[src/trellisMon_params.svh]
// widths and codes are fixed here; DAC select codes above 4 fall back to the phase error source
`ifndef TRELLISMON_PARAMS_SVH
`define TRELLISMON_PARAMS_SVH

// --------------------
// datapath widths
// --------------------
`define SAMPLE_BITS 18
`define PHERR_BITS 10
`define PHSAT_BITS 8
`define INDEX_BITS 6

// --------------------
// register bus
// --------------------
`define ADDR_BITS 12
`define DATA_BITS 32

// --------------------
// test DAC channels
// --------------------
`define DAC_SEL_BITS 4
`define DAC_BITS 18

// monitor source codes
`define DAC_TRELLIS_I 4'd0
`define DAC_TRELLIS_Q 4'd1
`define DAC_TRELLIS_PHERR 4'd2
`define DAC_TRELLIS_INDEX 4'd3
`define DAC_TRELLIS_PHSAT 4'd4

// path metric decay register
`define DECAY_BITS 8
`define TRELLIS_DECAY_ADDR 12'h200
// full decay until software writes something else
`define DECAY_RESET 8'hff

`endif

[src/trellisMonPkg.sv]
// shared types only; widths come from the params header and must be edited there
`include "trellisMon_params.svh"

package trellisMonPkg;

   // --------------------
   // baseband samples
   // --------------------
   typedef logic signed [`SAMPLE_BITS-1:0] sampleT;

   // one complex sample pair
   typedef struct packed {
      sampleT i;
      sampleT q;
   } iqSampleT;

   // --------------------
   // decoder results
   // --------------------
   typedef logic signed [`PHERR_BITS-1:0] phaseErrT;
   typedef logic signed [`PHSAT_BITS-1:0] phSatT;
   typedef logic [`INDEX_BITS-1:0] indexT;

   // per-symbol output of the trellis decoder
   typedef struct packed {
      phaseErrT phaseErr;
      indexT index;
   } symbolInfoT;

   // --------------------
   // register bus
   // --------------------
   // single-cycle write strobe with its address and data
   typedef struct packed {
      logic wr;
      logic [`ADDR_BITS-1:0] addr;
      logic [`DATA_BITS-1:0] data;
   } busWriteT;

   typedef logic [`DECAY_BITS-1:0] decayT;

   // --------------------
   // DAC channels
   // --------------------
   typedef logic [`DAC_SEL_BITS-1:0] dacSelT;

   // sync marks the symbol the data belongs to
   typedef struct packed {
      logic sync;
      logic [`DAC_BITS-1:0] data;
   } dacOutT;

endpackage

[src/dacMux.sv]
// needs at least 3 clocks between symEn strobes for a clean double-rate enable
`timescale 1ns/100ps
`include "trellisMon_params.svh"

module dacMux (
   input  logic                      clk,
   input  logic                      reset,
   input  logic                      symEn,
   input  trellisMonPkg::dacSelT     dac0Select,
   input  trellisMonPkg::dacSelT     dac1Select,
   input  trellisMonPkg::dacSelT     dac2Select,
   input  trellisMonPkg::iqSampleT   iqLatched,
   input  trellisMonPkg::symbolInfoT symInfo,
   input  trellisMonPkg::phSatT      phSat,
   output trellisMonPkg::dacOutT     dac0,
   output trellisMonPkg::dacOutT     dac1,
   output trellisMonPkg::dacOutT     dac2,
   output logic                      quadrarySym2xEnOut
);

   logic [`DAC_BITS-1:0] phErrWord;
   logic [`DAC_BITS-1:0] indexWord;
   logic [`DAC_BITS-1:0] phSatWord;
   logic [`DAC_BITS-1:0] dac0Data;
   logic [`DAC_BITS-1:0] dac1Data;
   logic [`DAC_BITS-1:0] dac2Data;
   logic                 symEnDly;

   // --------------------
   // source formatting
   // --------------------
   // all sources left justified in the DAC word
   assign phErrWord = {symInfo.phaseErr, 8'b0};
   // leading zero of the 19-bit index word falls off the top
   assign indexWord = {symInfo.index, 12'b0};
   assign phSatWord = {phSat, 10'b0};

   // one select code to one DAC word
   // unknown codes show the raw phase error
   function automatic logic [`DAC_BITS-1:0] selectSource(input trellisMonPkg::dacSelT sel);
      case (sel)
         `DAC_TRELLIS_I:     return iqLatched.i;
         `DAC_TRELLIS_Q:     return iqLatched.q;
         `DAC_TRELLIS_PHERR: return phErrWord;
         `DAC_TRELLIS_INDEX: return indexWord;
         `DAC_TRELLIS_PHSAT: return phSatWord;
         default:            return phErrWord;
      endcase
   endfunction

   // --------------------
   // channel registers
   // --------------------
   always_ff @(posedge clk) begin
      dac0Data <= selectSource(dac0Select);
      dac1Data <= selectSource(dac1Select);
      dac2Data <= selectSource(dac2Select);
   end

   // symbol strobe one clock late
   // shared by the syncs and the 2x enable
   always_ff @(posedge clk) begin
      if (reset) begin
         symEnDly <= 1'b0;
      end
      else begin
         symEnDly <= symEn;
      end
   end

   assign dac0 = '{sync: symEnDly, data: dac0Data};
   assign dac1 = '{sync: symEnDly, data: dac1Data};
   assign dac2 = '{sync: symEnDly, data: dac2Data};

   // two-cycle pulse per symbol for the line decoder
   assign quadrarySym2xEnOut = symEn | symEnDly;

endmodule

[src/phaseErrSat.sv]
// phaseErr must be stable across symEn; phSat trails it by two symbol strobes
`timescale 1ns/100ps
`include "trellisMon_params.svh"

module phaseErrSat (
   input  logic                   clk,
   input  logic                   reset,
   input  logic                   symEn,
   input  trellisMonPkg::phaseErrT phaseErr,
   output trellisMonPkg::phSatT    phSat
);

   logic                 sign;
   logic [3:0]           topBits;
   trellisMonPkg::phSatT dataBits;
   logic                 satPos;
   logic                 satNeg;

   // sign and the four bits that must all match it
   assign sign = phaseErr[`PHERR_BITS-1];
   assign topBits = phaseErr[`PHERR_BITS-1 -: 4];

   // --------------------
   // stage one
   // --------------------
   // doubled value and overflow flags
   // positive overflow when any top bit is set
   // negative overflow unless all top bits are set
   always_ff @(posedge clk) begin
      if (symEn) begin
         dataBits <= {phaseErr[`PHSAT_BITS-2:0], 1'b0};
      end
   end

   always_ff @(posedge clk) begin
      if (reset) begin
         satPos <= 1'b0;
         satNeg <= 1'b0;
      end
      else if (symEn) begin
         satPos <= !sign && (topBits != 4'b0000);
         satNeg <= sign && (topBits != 4'b1111);
      end
   end

   // --------------------
   // stage two
   // --------------------
   // clamp to plus or minus full scale
   // 8'h81 keeps the negative range symmetric
   always_ff @(posedge clk) begin
      if (reset) begin
         phSat <= '0;
      end
      else if (symEn) begin
         if (satPos) begin
            phSat <= 8'sh7f;
         end
         else if (satNeg) begin
            phSat <= 8'sh81;
         end
         else begin
            phSat <= dataBits;
         end
      end
   end

endmodule

[src/symbolCapture.sv]
// iqIn must be valid with sym2xEn and symInfoIn with symEn; outputs lag the strobe by one clock
`timescale 1ns/100ps

module symbolCapture (
   input  logic                     clk,
   input  logic                     reset,
   input  logic                     symEn,
   input  logic                     sym2xEn,
   input  trellisMonPkg::iqSampleT  iqIn,
   input  trellisMonPkg::symbolInfoT symInfoIn,
   output trellisMonPkg::iqSampleT  iqLatched,
   output trellisMonPkg::symbolInfoT symInfo
);

   // --------------------
   // half-symbol sample latch
   // --------------------
   // i and q held between half-symbol strobes
   always_ff @(posedge clk) begin
      if (reset) begin
         iqLatched <= '0;
      end
      else if (sym2xEn) begin
         iqLatched <= iqIn;
      end
   end

   // --------------------
   // symbol-rate decoder capture
   // --------------------
   // phase error and path index from the trellis decoder
   // later stages work only from this stable copy
   always_ff @(posedge clk) begin
      if (reset) begin
         symInfo <= '0;
      end
      else if (symEn) begin
         symInfo <= symInfoIn;
      end
   end

endmodule

[src/trellisMonitor.sv]
// decoder results arrive as inputs; strobes are single cycle with no back-pressure
`timescale 1ns/100ps
`include "trellisMon_params.svh"

module trellisMonitor (
   input  logic                      clk,
   input  logic                      reset,
   input  logic                      symEn,
   input  logic                      sym2xEn,
   input  trellisMonPkg::iqSampleT   iqIn,
   input  trellisMonPkg::symbolInfoT symInfoIn,
   input  trellisMonPkg::busWriteT   busWr,
   input  logic [`ADDR_BITS-1:0]     busAddr,
   output logic [`DATA_BITS-1:0]     busDout,
   input  trellisMonPkg::dacSelT     dac0Select,
   input  trellisMonPkg::dacSelT     dac1Select,
   input  trellisMonPkg::dacSelT     dac2Select,
   output trellisMonPkg::dacOutT     dac0,
   output trellisMonPkg::dacOutT     dac1,
   output trellisMonPkg::dacOutT     dac2,
   output trellisMonPkg::phSatT      phSat,
   output trellisMonPkg::decayT      decayFactor,
   output logic                      quadrarySym2xEnOut
);

   // stable copies from the capture stage
   trellisMonPkg::iqSampleT   iqLatched;
   trellisMonPkg::symbolInfoT symInfo;

   // --------------------
   // input side
   // --------------------
   symbolCapture symbolCapture_inst (
      .clk       (clk),
      .reset     (reset),
      .symEn     (symEn),
      .sym2xEn   (sym2xEn),
      .iqIn      (iqIn),
      .symInfoIn (symInfoIn),
      .iqLatched (iqLatched),
      .symInfo   (symInfo)
   );

   trellisRegs trellisRegs_inst (
      .clk         (clk),
      .reset       (reset),
      .busWr       (busWr),
      .busAddr     (busAddr),
      .busDout     (busDout),
      .decayFactor (decayFactor)
   );

   // --------------------
   // processing
   // --------------------
   phaseErrSat phaseErrSat_inst (
      .clk      (clk),
      .reset    (reset),
      .symEn    (symEn),
      .phaseErr (symInfo.phaseErr),
      .phSat    (phSat)
   );

   // --------------------
   // output side
   // --------------------
   dacMux dacMux_inst (
      .clk                (clk),
      .reset              (reset),
      .symEn              (symEn),
      .dac0Select         (dac0Select),
      .dac1Select         (dac1Select),
      .dac2Select         (dac2Select),
      .iqLatched          (iqLatched),
      .symInfo            (symInfo),
      .phSat              (phSat),
      .dac0               (dac0),
      .dac1               (dac1),
      .dac2               (dac2),
      .quadrarySym2xEnOut (quadrarySym2xEnOut)
   );

endmodule

[src/trellisRegs.sv]
// only the decay register is mapped; writes are synchronous and unmapped reads return zero
`timescale 1ns/100ps
`include "trellisMon_params.svh"

module trellisRegs (
   input  logic                   clk,
   input  logic                   reset,
   input  trellisMonPkg::busWriteT busWr,
   input  logic [`ADDR_BITS-1:0]  busAddr,
   output logic [`DATA_BITS-1:0]  busDout,
   output trellisMonPkg::decayT   decayFactor
);

   logic decayWrHit;
   logic decayRdHit;

   // --------------------
   // address decode
   // --------------------
   // write side uses the address carried with the strobe
   assign decayWrHit = busWr.wr && (busWr.addr == `TRELLIS_DECAY_ADDR);

   // read side uses the separate read address
   assign decayRdHit = (busAddr == `TRELLIS_DECAY_ADDR);

   // --------------------
   // decay factor register
   // --------------------
   // low byte of the bus data only
   // upper bits are ignored on write
   always_ff @(posedge clk) begin
      if (reset) begin
         decayFactor <= `DECAY_RESET;
      end
      else if (decayWrHit) begin
         decayFactor <= busWr.data[`DECAY_BITS-1:0];
      end
   end

   // --------------------
   // readback
   // --------------------
   // combinational, follows busAddr in the same cycle
   // zero extended to the bus width
   always_comb begin
      if (decayRdHit) begin
         busDout = {{(`DATA_BITS-`DECAY_BITS){1'b0}}, decayFactor};
      end
      else begin
         busDout = '0;
      end
   end

endmodule

[config.mk]
export PLATFORM = sky130hd
export DESIGN_NAME = trellisMonitor
export DESIGN_NICKNAME = d
export VERILOG_FILES = /design/src/trellisMonPkg.sv /design/src/dacMux.sv /design/src/phaseErrSat.sv /design/src/symbolCapture.sv /design/src/trellisMonitor.sv /design/src/trellisRegs.sv
export VERILOG_INCLUDE_DIRS = /design/src /design/src/src
export SDC_FILE = /design/constraint.sdc
export NUM_CORES = 1
export LEC_CHECK = 0
export BUFFER_PORTS_ARGS = -buffer_cell sky130_fd_sc_hd__buf_2
export CAP_MARGIN = 20
export CORE_AREA = 10 10 117 119
export DETAILED_ROUTE_END_ITERATION = 8
export DIE_AREA = 0 0 127 129
export GPL_TIMING_DRIVEN = 0
export PLACE_DENSITY = 0.82
export SLEW_MARGIN = 10
export SYNTH_ARGS = -nofsm -noshare
export SYNTH_HDL_FRONTEND = slang
export SYNTH_HIERARCHICAL = 1
export SYNTH_SLANG_ARGS = --single-unit
[constraint.sdc]
create_clock -name clk -period 2.4 [get_ports clk]
set_input_delay 0.24 -clock clk [delete_from_list [all_inputs] [get_ports clk]]
set_output_delay 0.24 -clock clk [all_outputs]
set_load 0.1 [all_outputs]
Yosys cells after proc, flatten, opt, wreduce, memory -nomap -nowiden
Cells that the tools add are included.
- bits in registers: 132
- input bits: 125
- word-level logic and storage cells: 40
- equality and inequality tests: 12
- muxes and demuxes: 6
- bitwise logic cells: 1
- reduce and logical (&&, ||, !) cells: 8
- operators by type and width (kind ; count):
    $pmux 18 s4 ; 3
    $eq 12x10->1 const B ; 2
    $mux 8 ; 3
    $eq 4x1->1 const B ; 3
    $eq 4x2->1 const B ; 3
    $eq 4x3->1 const B ; 3
    $logic_not 4->1 ; 3
    $ne 4x4->1 const B ; 1
    $reduce_bool 4->1 ; 1
    $logic_and 1x1->1 ; 3
    $logic_not 1->1 ; 1
    $or 1x1->1 ; 1

Depth between registers and ports, before layout
Gate-level depths: netlist of the first run.
- word-level depth: 2
- mapped depth: 5

By module
Netlist of the first run, hierarchy kept.
- modules (own cells, without submodules) (module ; instances ; cells each ; area an instance (um^2) ; sequential area each (um^2)):
    dacMux ; 1 ; 273 ; 2748.9 ; 1101.1
    symbolCapture ; 1 ; 168 ; 1880.6 ; 1041.0
    phaseErrSat ; 1 ; 51 ; 651.9 ; 410.4
    trellisRegs ; 1 ; 77 ; 629.4 ; 160.2

Worst setup path before layout of the first run
No wires, ideal clock.
- path type: flip-flop to output port
- start point: register trellisRegs_inst.decayFactor[0]
- end point: output busDout[0]
- data arrival time: 1.813 ns
- path slack: 0.347 ns
- stages on the path, launching flop included: 2
- path buffers: 0
- path through: dfxtp_1 -> and2_1
- cells in the longest elaborated chain, start to end: 1
- RTL lines (element ; RTL line ; source):
    from (decl) ; trellisRegs.sv:11 ; output trellisMonPkg::decayT decayFactor
    from (signal assigned) ; trellisRegs.sv:33 ; decayFactor <= `DECAY_RESET;
    from (signal assigned) ; trellisRegs.sv:36 ; decayFactor <= busWr.data[`DECAY_BITS-1:0];
    $mux 8 ; trellisRegs.sv:46 ; if (decayRdHit) begin
    to (decl) ; trellisMonitor.sv:14 ; output logic [`DATA_BITS-1:0] busDout,
No other way between the ends.

Worst setup path after layout of the first run
- start point: input busAddr[11]
- end point: output busDout[7]
- cells in the longest elaborated chain, start to end: 2
- RTL lines (element ; RTL line ; source):
    from (decl) ; trellisMonitor.sv:13 ; input logic [`ADDR_BITS-1:0] busAddr,
    $eq 12x10->1 (no line) ; n/a ;
    $mux 8 ; trellisRegs.sv:46 ;
No other way between the ends.

==> flow_metrics.py, run 1 <==
metrics = {
    "synth": {
        "yosys.area.top_type": "dfxtp_1",
        "synth_area_um2": 5910,
        "yosysUniqueCellTypes": 59,
        "yosysMostFrequentCell": "dfxtp_1",
        "synth-edff-count": 7,
        "synth_top_flop_cell": "dfxtp_1",
        "synth_area_leaders": "dfxtp_1 (42%), mux2i_1 (12%), nor2_1 (5.1%)",
        "syn_avg_cell_area_um2": 10.4,
        "ys_seq_elements": 132,
        "async_flop_share": 0,
        "synth_top_area_frac": 0.423,
        "synthTopCellsByCount": "dfxtp_1 (125), nor2_1 (81), mux2i_1 (70), buf_4 (33), a22o_1 (30)",
        "synthCells": 569,
        "yosysWarnings": 6,
        "ys_seq_area_frac": 0.459,
    },
    "die": {
        "start_util": 0.522,
        "ios": 231,
        "rows": 39,
        "dieArea_um2": 16400,
        "die-width_um": 127,
        "fp.coreArea_um2": 11300,
        "die_h_um": 129,
    },
    "drt": {
        "drc": 0,
        "vias": 5265,
        "firstDrtPassIters": 5,
        "wire_per_inst_um": 20.3,
        "routed_wl_um": 19300,
        "viasPerCell": 5.55,
        "ant_nets": 0,
        "first_iter_violations": 462,
    },
    "grt": {
        "grt_max_degree": 17,
        "antenna_found_initial": 2,
        "grt_pass1_vias": 5522,
        "grt_pass1_wl_um": 30100,
        "grt_overflow": 0,
        "grt_usage": 0.230,
    },
    "timing": {
        "min_period_ps": 1780,
        "drv_slew": 0,
        "rsz0062_at_grt": "no",
        "totalNegativeSetupSlack_ps": 0,
        "slew_headroom": 0.493,
        "layout_worst_path_cycle_share": 0.742,
        "clock_skew_ps": 10.4,
        "tightest_slew_ps": 757,
        "fmax_mhz": 562,
        "hold_violations": 0,
        "finalSetupViolCount": 0,
    },
    "power": {
        "comb_power_share": 0.212,
        "switching_share": 0.358,
        "intPower_uw": 4080,
        "p_sw_uw": 2280,
        "sequentialPowerShare": 0.386,
        "pwr-share-clk": 0.401,
        "leakage_uw": 0.00362,
        "vdd_ir_drop_max_v": 0.000482,
        "power.density_nw_per_um2": 830,
    },
    "finish": {
        "seqCellArea_um2": 2710,
        "syn_to_final_growth_pct": 29.7,
        "multi_input_area_um2": 2760,
        "fill_cells": 927,
        "drive_gt1_frac": 0.372,
        "finalCoreUtilization": 0.677,
        "final_area_um2": 7660,
        "final_nets": 915,
    },
    "critical_path": {
        "cp.arrival_ps": 1540,
        "r2r_end": "dacMux_inst/dac1Data[11]",
        "critPathSlowestCell": "buf_2",
        "critical-path-max-stage-delay_ps": 420,
        "reg2reg_from": "phaseErrSat_inst/phSat[1]",
        "cpMostUsedCell": "buf_2",
        "crit_path_end_kind": "output pin",
        "rrSetupSlack_ps": 1120,
        "reg2reg_depth": 3,
        "required_ps": 2160,
        "start_kind": "input pin",
        "crit_chain": "buf_2, nor4b_1, and3_1, and2_1, buf_2",
        "cp_max_fo": 8,
        "worst-setup-path-type": "in -> out",
    },
    "clock_tree": {
        "cts_tree": "built",
        "cts_buffer_depth": 2,
        "cts_resized": 0,
        "clock_latency_ps": 430,
        "cts_setup_buffers": 0,
        "clock_sink_count": 132,
        "cts_root_buf": "clkbuf_16",
        "cts_buffers": 17,
        "clk_pin_slew_ps": 60,
        "htree_levels": 4,
        "holdBufCountCts": 0,
    },
    "hold_path": {
        "min_from": "reset",
        "holdPathStages": 2,
        "min_to": "dacMux_inst/symEnDly",
        "hold_path.class": "in -> reg",
    },
    "placed_design": {
        "place_hpwl_um": 14600,
        "place_area_um2": 7070,
        "io_buffers": 179,
        "globalplace.congestion": 0.934,
    },
    "run": {
        "drv_cap": 0,
    },
    "outcome": {
        "status": "completed",
    },
}
## cell families after synthesis
kind of cell	after synthesis	synth area share
compound gates	132	0.171
other cells	1	0.000634
simple gates	151	0.146
mux	79	0.136
buf+inv	74	0.0881
flops	132	0.459
## state kept, by name, summed over array words and instances, names as in the netlist, 7 cells and up
name                          count
symbolCapture_inst/iqLatched     36
dacMux_inst/dac0Data             18
dacMux_inst/dac1Data             18
dacMux_inst/dac2Data             18
symbolCapture_inst/symInfo       16
phaseErrSat_inst/phSat            8
trellisRegs_inst/decayFactor      8
phaseErrSat_inst/dataBits         7
## per-stage QoR
stage               worst slack, ps  cells  total power, uW  hold slack [ps]
floorplan                       347    592             3530              312
CTS                             623    946             6370             11.4
detailed placement              611    914             3840              457
finish                          619    948             6360             10.8
global placement                698    914             3810              456
global route                    533    947             6560             16.8
## critical path, delay by kind of cell
kind          cells  cell delay [ps]
simple gates      3              770
buf+inv           2              510
## layout make-up
| class | count | share of cell area |
|---|---|---|
| Multi-Input combinational cell | 386 | 0.361 |
| Sequential cell | 132 | 0.354 |
| Timing Repair Buffer | 179 | 0.117 |
| Buffer | 66 | 0.0640 |
| Clock buffer | 17 | 0.0555 |
| Tap cell | 143 | 0.0233 |
| Clock inverter | 15 | 0.0211 |
| Inverter | 8 | 0.00392 |
| Antenna cell | 2 | 0.000653 |
## worst max path at each step
stage,from,to,cells after the start
detailed placement,busAddr[11],busDout[7],5
floorplan,trellisRegs_inst/decayFactor[0],busDout[0],1
global placement,busAddr[11],busDout[0],5
global route,busAddr[11],busDout[4],5
finish,busAddr[11],busDout[7],5
CTS,busAddr[11],busDout[7],5
## power groups by stage
stage                     sequential (uW)  combinational, uW  clock, uW
after floorplan                      2940                599          0
after global placement               2490               1320          0
after detailed placement             2500               1340          0
after CTS                            2450               1340       2580
after global routing                 2470               1410       2680
final                                2460               1350       2550
## metal layers
metal	up-vias	GRT usage	share of wire
li1	2453	-	-
met1	2470	0.260	0.39
met2	304	0.392	0.49
met3	38	0.0706	0.091
met4	0	0.0991	0.026
met5	-	0	0
## layout by cell type (no fill, tap or decap), drive strengths merged, types with 2 or more instances in the layout
cell type and n:
nand2 2, diode 2, o21a 9, o22ai 15, nand3 2, clkbuf 25, buf 237, o21bai 4
a22oi 8, a211oi 2, clkinv 5, nor4b 6, nor2 82, nor3 2, mux2i 70, nor3b 4
inv 18, nand2b 12, a2111oi 2, a22o 30, dfxtp 125, o21ai 15, nor4 6, a21oi 12
conb 24, mux2 9, a221oi 3, nand3b 3, a32oi 6, a31oi 8, and2 9, nor2b 17
edfxtp 7, a2bb2oi 14, and3 3
Power figures use the tool's default switching activity.
==> run 2, diff against run 1 <==
CORE_AREA = 10 10 127 129   (was 10 10 117 119)
DIE_AREA = 0 0 137 139   (was 0 0 127 129)
PLACE_DENSITY = 0.73   (was 0.82)
clock period = 1.61 ns   (was 2.4 ns; I/O delays follow)
==> flow_metrics.py, run 2 (synthesized netlist as in run 1, its figures left out) <==
metrics = {
    "power": {
        "leakage_uw": 0.00384,
        "power.density_nw_per_um2": 1170,
        "vdd_ir_drop_max_v": 0.000709,
        "p_total_uw": 9720,
    },
    "critical_path": {
        "critPathSlowestCell": "dfxtp_1",
        "reg2reg_depth": 3,
        "critPathLaunch": "phaseErrSat_inst/phSat[1]",
        "required_ps": 1450,
        "cp_num_buf_inv": 1,
        "reg2reg_from": "phaseErrSat_inst/phSat[1]",
        "crit_path_end_kind": "output pin",
        "cp_max_fo": 5,
        "worst-setup-path-type": "reg -> out",
        "cp.arrival_ps": 1410,
        "r2r_end": "dacMux_inst/dac1Data[11]",
        "path_delay_family": "flip-flops",
        "rrSetupSlack_ps": 330,
        "crit_chain": "buf_2",
        "critical-path-max-stage-delay_ps": 500,
        "start_kind": "register",
    },
    "timing": {
        "clock_skew_ps": 6.47,
        "tightest_slew_ps": 726,
        "rsz0062_at_grt": "no",
        "drv_slew": 0,
        "whs_ps": 15.2,
        "slew_headroom": 0.514,
        "min_period_ps": 1570,
        "hold_violations": 0,
        "layout_worst_path_cycle_share": 0.974,
        "finalSetupViolCount": 0,
        "fmax_mhz": 638,
    },
    "clock_tree": {
        "clock_sink_count": 132,
        "cts_buffers": 17,
        "cts_root_buf": "clkbuf_16",
        "cts_setup_buffers": 0,
        "htree_levels": 4,
        "clock_latency_ps": 410,
        "cts_buffer_depth": 2,
        "clk_pin_slew_ps": 60,
        "cts_tree": "built",
    },
    "run": {
        "drv_cap": 0,
    },
    "drt": {
        "drc": 0,
        "ant_nets": 0,
        "routed_wl_um": 19200,
        "wire_per_inst_um": 18.6,
        "first_iter_violations": 347,
        "vias": 5281,
        "firstDrtPassIters": 5,
        "viasPerCell": 5.11,
    },
    "placed_design": {
        "io_buffers": 179,
        "dpl.cell_count": 951,
        "place_area_um2": 7140,
        "globalplace.congestion": 0.932,
        "place_hpwl_um": 14100,
    },
    "die": {
        "start_util": 0.433,
        "ios": 231,
        "die_h_um": 139,
        "fp.coreArea_um2": 13700,
        "dieArea_um2": 19000,
        "rows": 43,
        "die-width_um": 137,
    },
    "grt": {
        "grt_usage": 0.194,
        "antenna_found_initial": 1,
        "grt_pass1_vias": 5268,
        "grt_overflow": 0,
        "grt_pass1_wl_um": 29100,
        "grt_max_degree": 17,
    },
    "finish": {
        "layout_commonest_cell": "buf_2",
        "final_area_um2": 8280,
        "largest_register_ff_count": 36,
        "fill_cells": 1145,
        "top_register": "symbolCapture_inst/iqLatched",
        "syn_to_final_growth_pct": 40.1,
        "final_cell_mix": "buf_2 (186), dfxtp_1 (117), nor2_1 (81)",
        "final_nets": 966,
        "finalCoreUtilization": 0.606,
        "drive_gt1_frac": 0.367,
        "fin_cells": 1033,
    },
    "hold_path": {
        "min_from": "busWr[1]",
        "hold_path.class": "in -> reg",
        "holdPathStages": 3,
        "min_to": "trellisRegs_inst/decayFactor[1]",
    },
    "outcome": {
        "status": "completed",
    },
}
## run 2: stage by stage
step	setup TNS [ps]	setup WS [ps]
finish	0	41.9
CTS	0	1.62
global route	0	11.5
floorplan	0	28.8
detailed placement	-1.86	-1.86
global placement	0	21.1
## run 2: worst max-delay path by stage
| stage | to | slack (ps) | depth (start not counted) |
|---|---|---|---|
| after global routing | phSat[1] | 10 | 1 |
| after global placement | busDout[0] | 20 | 5 |
| after detailed placement | busDout[0] | -2 | 5 |
| after CTS | busDout[0] | 2 | 5 |
| after floorplan | dacMux_inst/dac0Data[15] | 30 | 3 |
| final | phSat[1] | 40 | 1 |
## run 2: worst register-to-register path: cells and delay by family (launching register included)
family / cells / cell delay [ps]
flip-flops: 1 / 400
AND/OR/NAND/NOR: 1 / 180
AO/OA/AOI/OAI: 2 / 580
## run 2: power breakdown
part           internal [uW]  leakage, uW  switching (uW)
registers               3490      0.00110             169
clock network           2570     0.000305            1380
logic                    603      0.00244            1510
## run 2: layout make-up
class                      count  area, um2  area share
antenna                        1       2.50    0.000302
buffer                        66        490      0.0592
clock buffer                  21        480      0.0580
clock inverter                 9        128      0.0154
inverter                       8       30.0     0.00363
multi-input combinational    386       2770       0.335
sequential                   132       2720       0.329
tap                          180        225      0.0272
timing repair buffer         230       1430       0.173
## run 2: repair_timing
action / in CTS / in global routing
gates resized for setup: 0 / 9
hold endpoints to repair: 51 / 0
hold buffers: 51 / 0
setup endpoints to repair: 0 / 9
## run 2: layer usage
layer / vias up / GRT usage / routed length [um]
li1: 2543 / - / -
met1: 2470 / 0.236 / 7880
met2: 239 / 0.313 / 9210
met3: 29 / 0.0536 / 1640
met4: 0 / 0.0827 / 446
met5: - / 0 / 0
==> run 3, diff against run 2 <==
ABC_AREA = 1   (was not set)
CORE_AREA = 10 10 135 137   (was 10 10 127 129)
DIE_AREA = 0 0 145 147   (was 0 0 137 139)
PLACE_DENSITY = 0.67   (was 0.73)
==> flow_metrics.py, run 3 <==
metrics = {
    "finish": {
        "layout_commonest_cell": "nand2_1",
        "drive_gt1_frac": 0.302,
        "final_nets": 1222,
        "top_register": "symbolCapture_inst/iqLatched",
        "final_cell_mix": "nand2_1 (228), buf_2 (182), nor2_1 (134)",
        "largest_register_ff_count": 36,
        "fill_cells": 1549,
        "syn_to_final_growth_pct": 33.3,
        "final_area_um2": 8370,
    },
    "timing": {
        "layout_worst_path_cycle_share": 0.944,
        "drv_slew": 0,
        "min_period_ps": 1520,
        "slew_headroom": 0.595,
        "tightest_slew_ps": 608,
        "rsz0062_at_grt": "no",
        "hold_violations": 0,
        "fmax_mhz": 658,
        "clock_skew_ps": 11.1,
        "finalSetupViolCount": 0,
    },
    "synth": {
        "synthCells": 866,
        "yosys.area.top_type": "dfxtp_1",
        "yosysMostFrequentCell": "nand2_1",
        "yosysUniqueCellTypes": 32,
        "synthTopCellsByCount": "nand2_1 (228), nor2_1 (142), dfxtp_1 (125), nand3_1 (124), inv_1 (97)",
        "synth_area_leaders": "dfxtp_1 (40%), nand2_1 (14%), nand3_1 (9.9%)",
        "async_flop_share": 0,
        "synth_top_flop_cell": "dfxtp_1",
        "synth_area_um2": 6270,
        "synth-edff-count": 7,
        "ys_seq_area_frac": 0.432,
        "yosysWarnings": 6,
        "syn_avg_cell_area_um2": 7.25,
        "ys_seq_elements": 132,
        "synth_top_area_frac": 0.399,
    },
    "drt": {
        "viasPerCell": 4.64,
        "drc": 0,
        "routed_wl_um": 20200,
        "firstDrtPassIters": 7,
        "ant_nets": 0,
        "wire_per_inst_um": 15.2,
        "first_iter_violations": 433,
        "vias": 6156,
    },
    "grt": {
        "grt_use_met3": 0.0498,
        "grt_overflow": 0,
        "use_met1": 0.223,
        "grt_pass1_wl_um": 32100,
        "use_met2": 0.317,
        "grt_pass1_vias": 6097,
        "busiest_layer": "met2",
        "grt_max_degree": 18,
        "antenna_found_initial": 2,
        "grt_usage": 0.187,
    },
    "critical_path": {
        "crit_path_end_kind": "output pin",
        "crit_chain": "buf_2",
        "cp_num_buf_inv": 1,
        "worst-setup-path-type": "reg -> out",
        "path_delay_family": "buffers and inverters",
        "rrSetupSlack_ps": 750,
        "reg2reg_from": "symbolCapture_inst/iqLatched[35]",
        "cp_max_fo": 5,
        "reg2reg_depth": 4,
        "required_ps": 1450,
        "r2r_end": "dacMux_inst/dac1Data[17]",
        "start_kind": "register",
        "critPathSlowestCell": "buf_2",
        "cp.arrival_ps": 1360,
        "critical-path-max-stage-delay_ps": 480,
    },
    "clock_tree": {
        "cts_buffers": 17,
        "htree_levels": 4,
        "clock_sink_count": 132,
        "cts_tree": "built",
        "cts_root_buf": "clkbuf_16",
        "cts_buffer_depth": 2,
        "clock_latency_ps": 430,
        "clk_pin_slew_ps": 60,
        "cts_setup_buffers": 0,
    },
    "die": {
        "fp.coreArea_um2": 15600,
        "die-width_um": 145,
        "start_util": 0.402,
        "rows": 46,
        "die_h_um": 147,
        "dieArea_um2": 21300,
        "ios": 231,
    },
    "power": {
        "p_total_uw": 9880,
        "leakage_uw": 0.00462,
        "vdd_ir_drop_max_v": 0.000735,
        "pwr-share-clk": 0.424,
        "power.density_nw_per_um2": 1180,
        "switching_share": 0.333,
        "sequentialPowerShare": 0.370,
        "p_sw_uw": 3290,
        "comb_power_share": 0.205,
        "intPower_uw": 6600,
    },
    "placed_design": {
        "place_area_um2": 7610,
        "place_hpwl_um": 15400,
        "io_buffers": 181,
        "globalplace.congestion": 0.892,
    },
    "hold_path": {
        "hold_path.class": "in -> reg",
        "min_from": "reset",
        "min_to": "phaseErrSat_inst/phSat[7]",
        "holdPathStages": 2,
    },
    "run": {
        "drv_cap": 0,
    },
    "outcome": {
        "status": "completed",
    },
}
==> run 3: kinds of logic after synthesis <==
kind of cell | Yosys count | share of synthesized area
other cells | 1 | 0.000598
buf+inv | 158 | 0.138
simple gates | 530 | 0.378
flops | 132 | 0.432
compound gates | 45 | 0.0504
==> run 3: per-layer routing <==
layer | wire length [um] | vias up | part of all wire
met4 | 352 | 0 | 0.017
met2 | 9750 | 262 | 0.48
met3 | 1490 | 31 | 0.074
li1 | - | 3123 | -
met1 | 8640 | 2740 | 0.43
met5 | 0 | - | 0
==> run 3: worst reg2reg max path, delay by kind of cell, from the launching register on <==
family | cells | cell delay [ps]
DFF | 1 | 340
and+or+nand+nor | 4 | 400
==> run 3: cell type report <==
type,count,area (um2),share of cell area
tap,216,270,0.0323
timing repair buffer,189,1010,0.120
inverter,103,392,0.0468
buffer,55,475,0.0568
multi-input combinational,599,2850,0.341
antenna,2,5.00,0.000598
clock inverter,15,216,0.0259
clock buffer,17,425,0.0508
sequential,132,2720,0.325
==> run 3: power groups by stage <==
stage               sequential [uW]  clock, uW  combinational, uW
global route                   3680       4410               2160
CTS                            3660       4250               2030
detailed placement             3730          0               2000
finish                         3660       4190               2030
floorplan                      4390          0                883
global placement               3720          0               1990
==> run 3: how the worst max path moves through the flow <==
stage                                   start         end  slack [ps]  depth (start not counted)
finish              phaseErrSat_inst/phSat[2]    phSat[2]          90                          1
floorplan                          busAddr[8]  busDout[0]          90                          5
CTS                                busAddr[8]  busDout[0]          30                          7
global route                       busAddr[8]  busDout[0]          20                          7
detailed placement                 busAddr[8]  busDout[0]        -110                          7
global placement                   busAddr[1]  busDout[0]         -90                          6
==> run 3: timing repair <==
item	CTS	global route
hold buffers	8	0
hold endpoints to repair	8	0
resized for setup	8	1
setup endpoints to repair	8	8
==> run 3: stage by stage <==
step                      setup slack (ps)  cells  utilization  hold slack (ps)  TNS [ps]
after CTS                             27.0   1326        0.536             3.24         0
after global placement               -91.5   1286        0.488              403      -573
after floorplan                       93.1    889            -              223         0
after detailed placement              -105   1286        0.488              411      -704
final                                 90.2   1328        0.536             12.1         0
after global routing                  24.4   1328        0.536             4.10         0
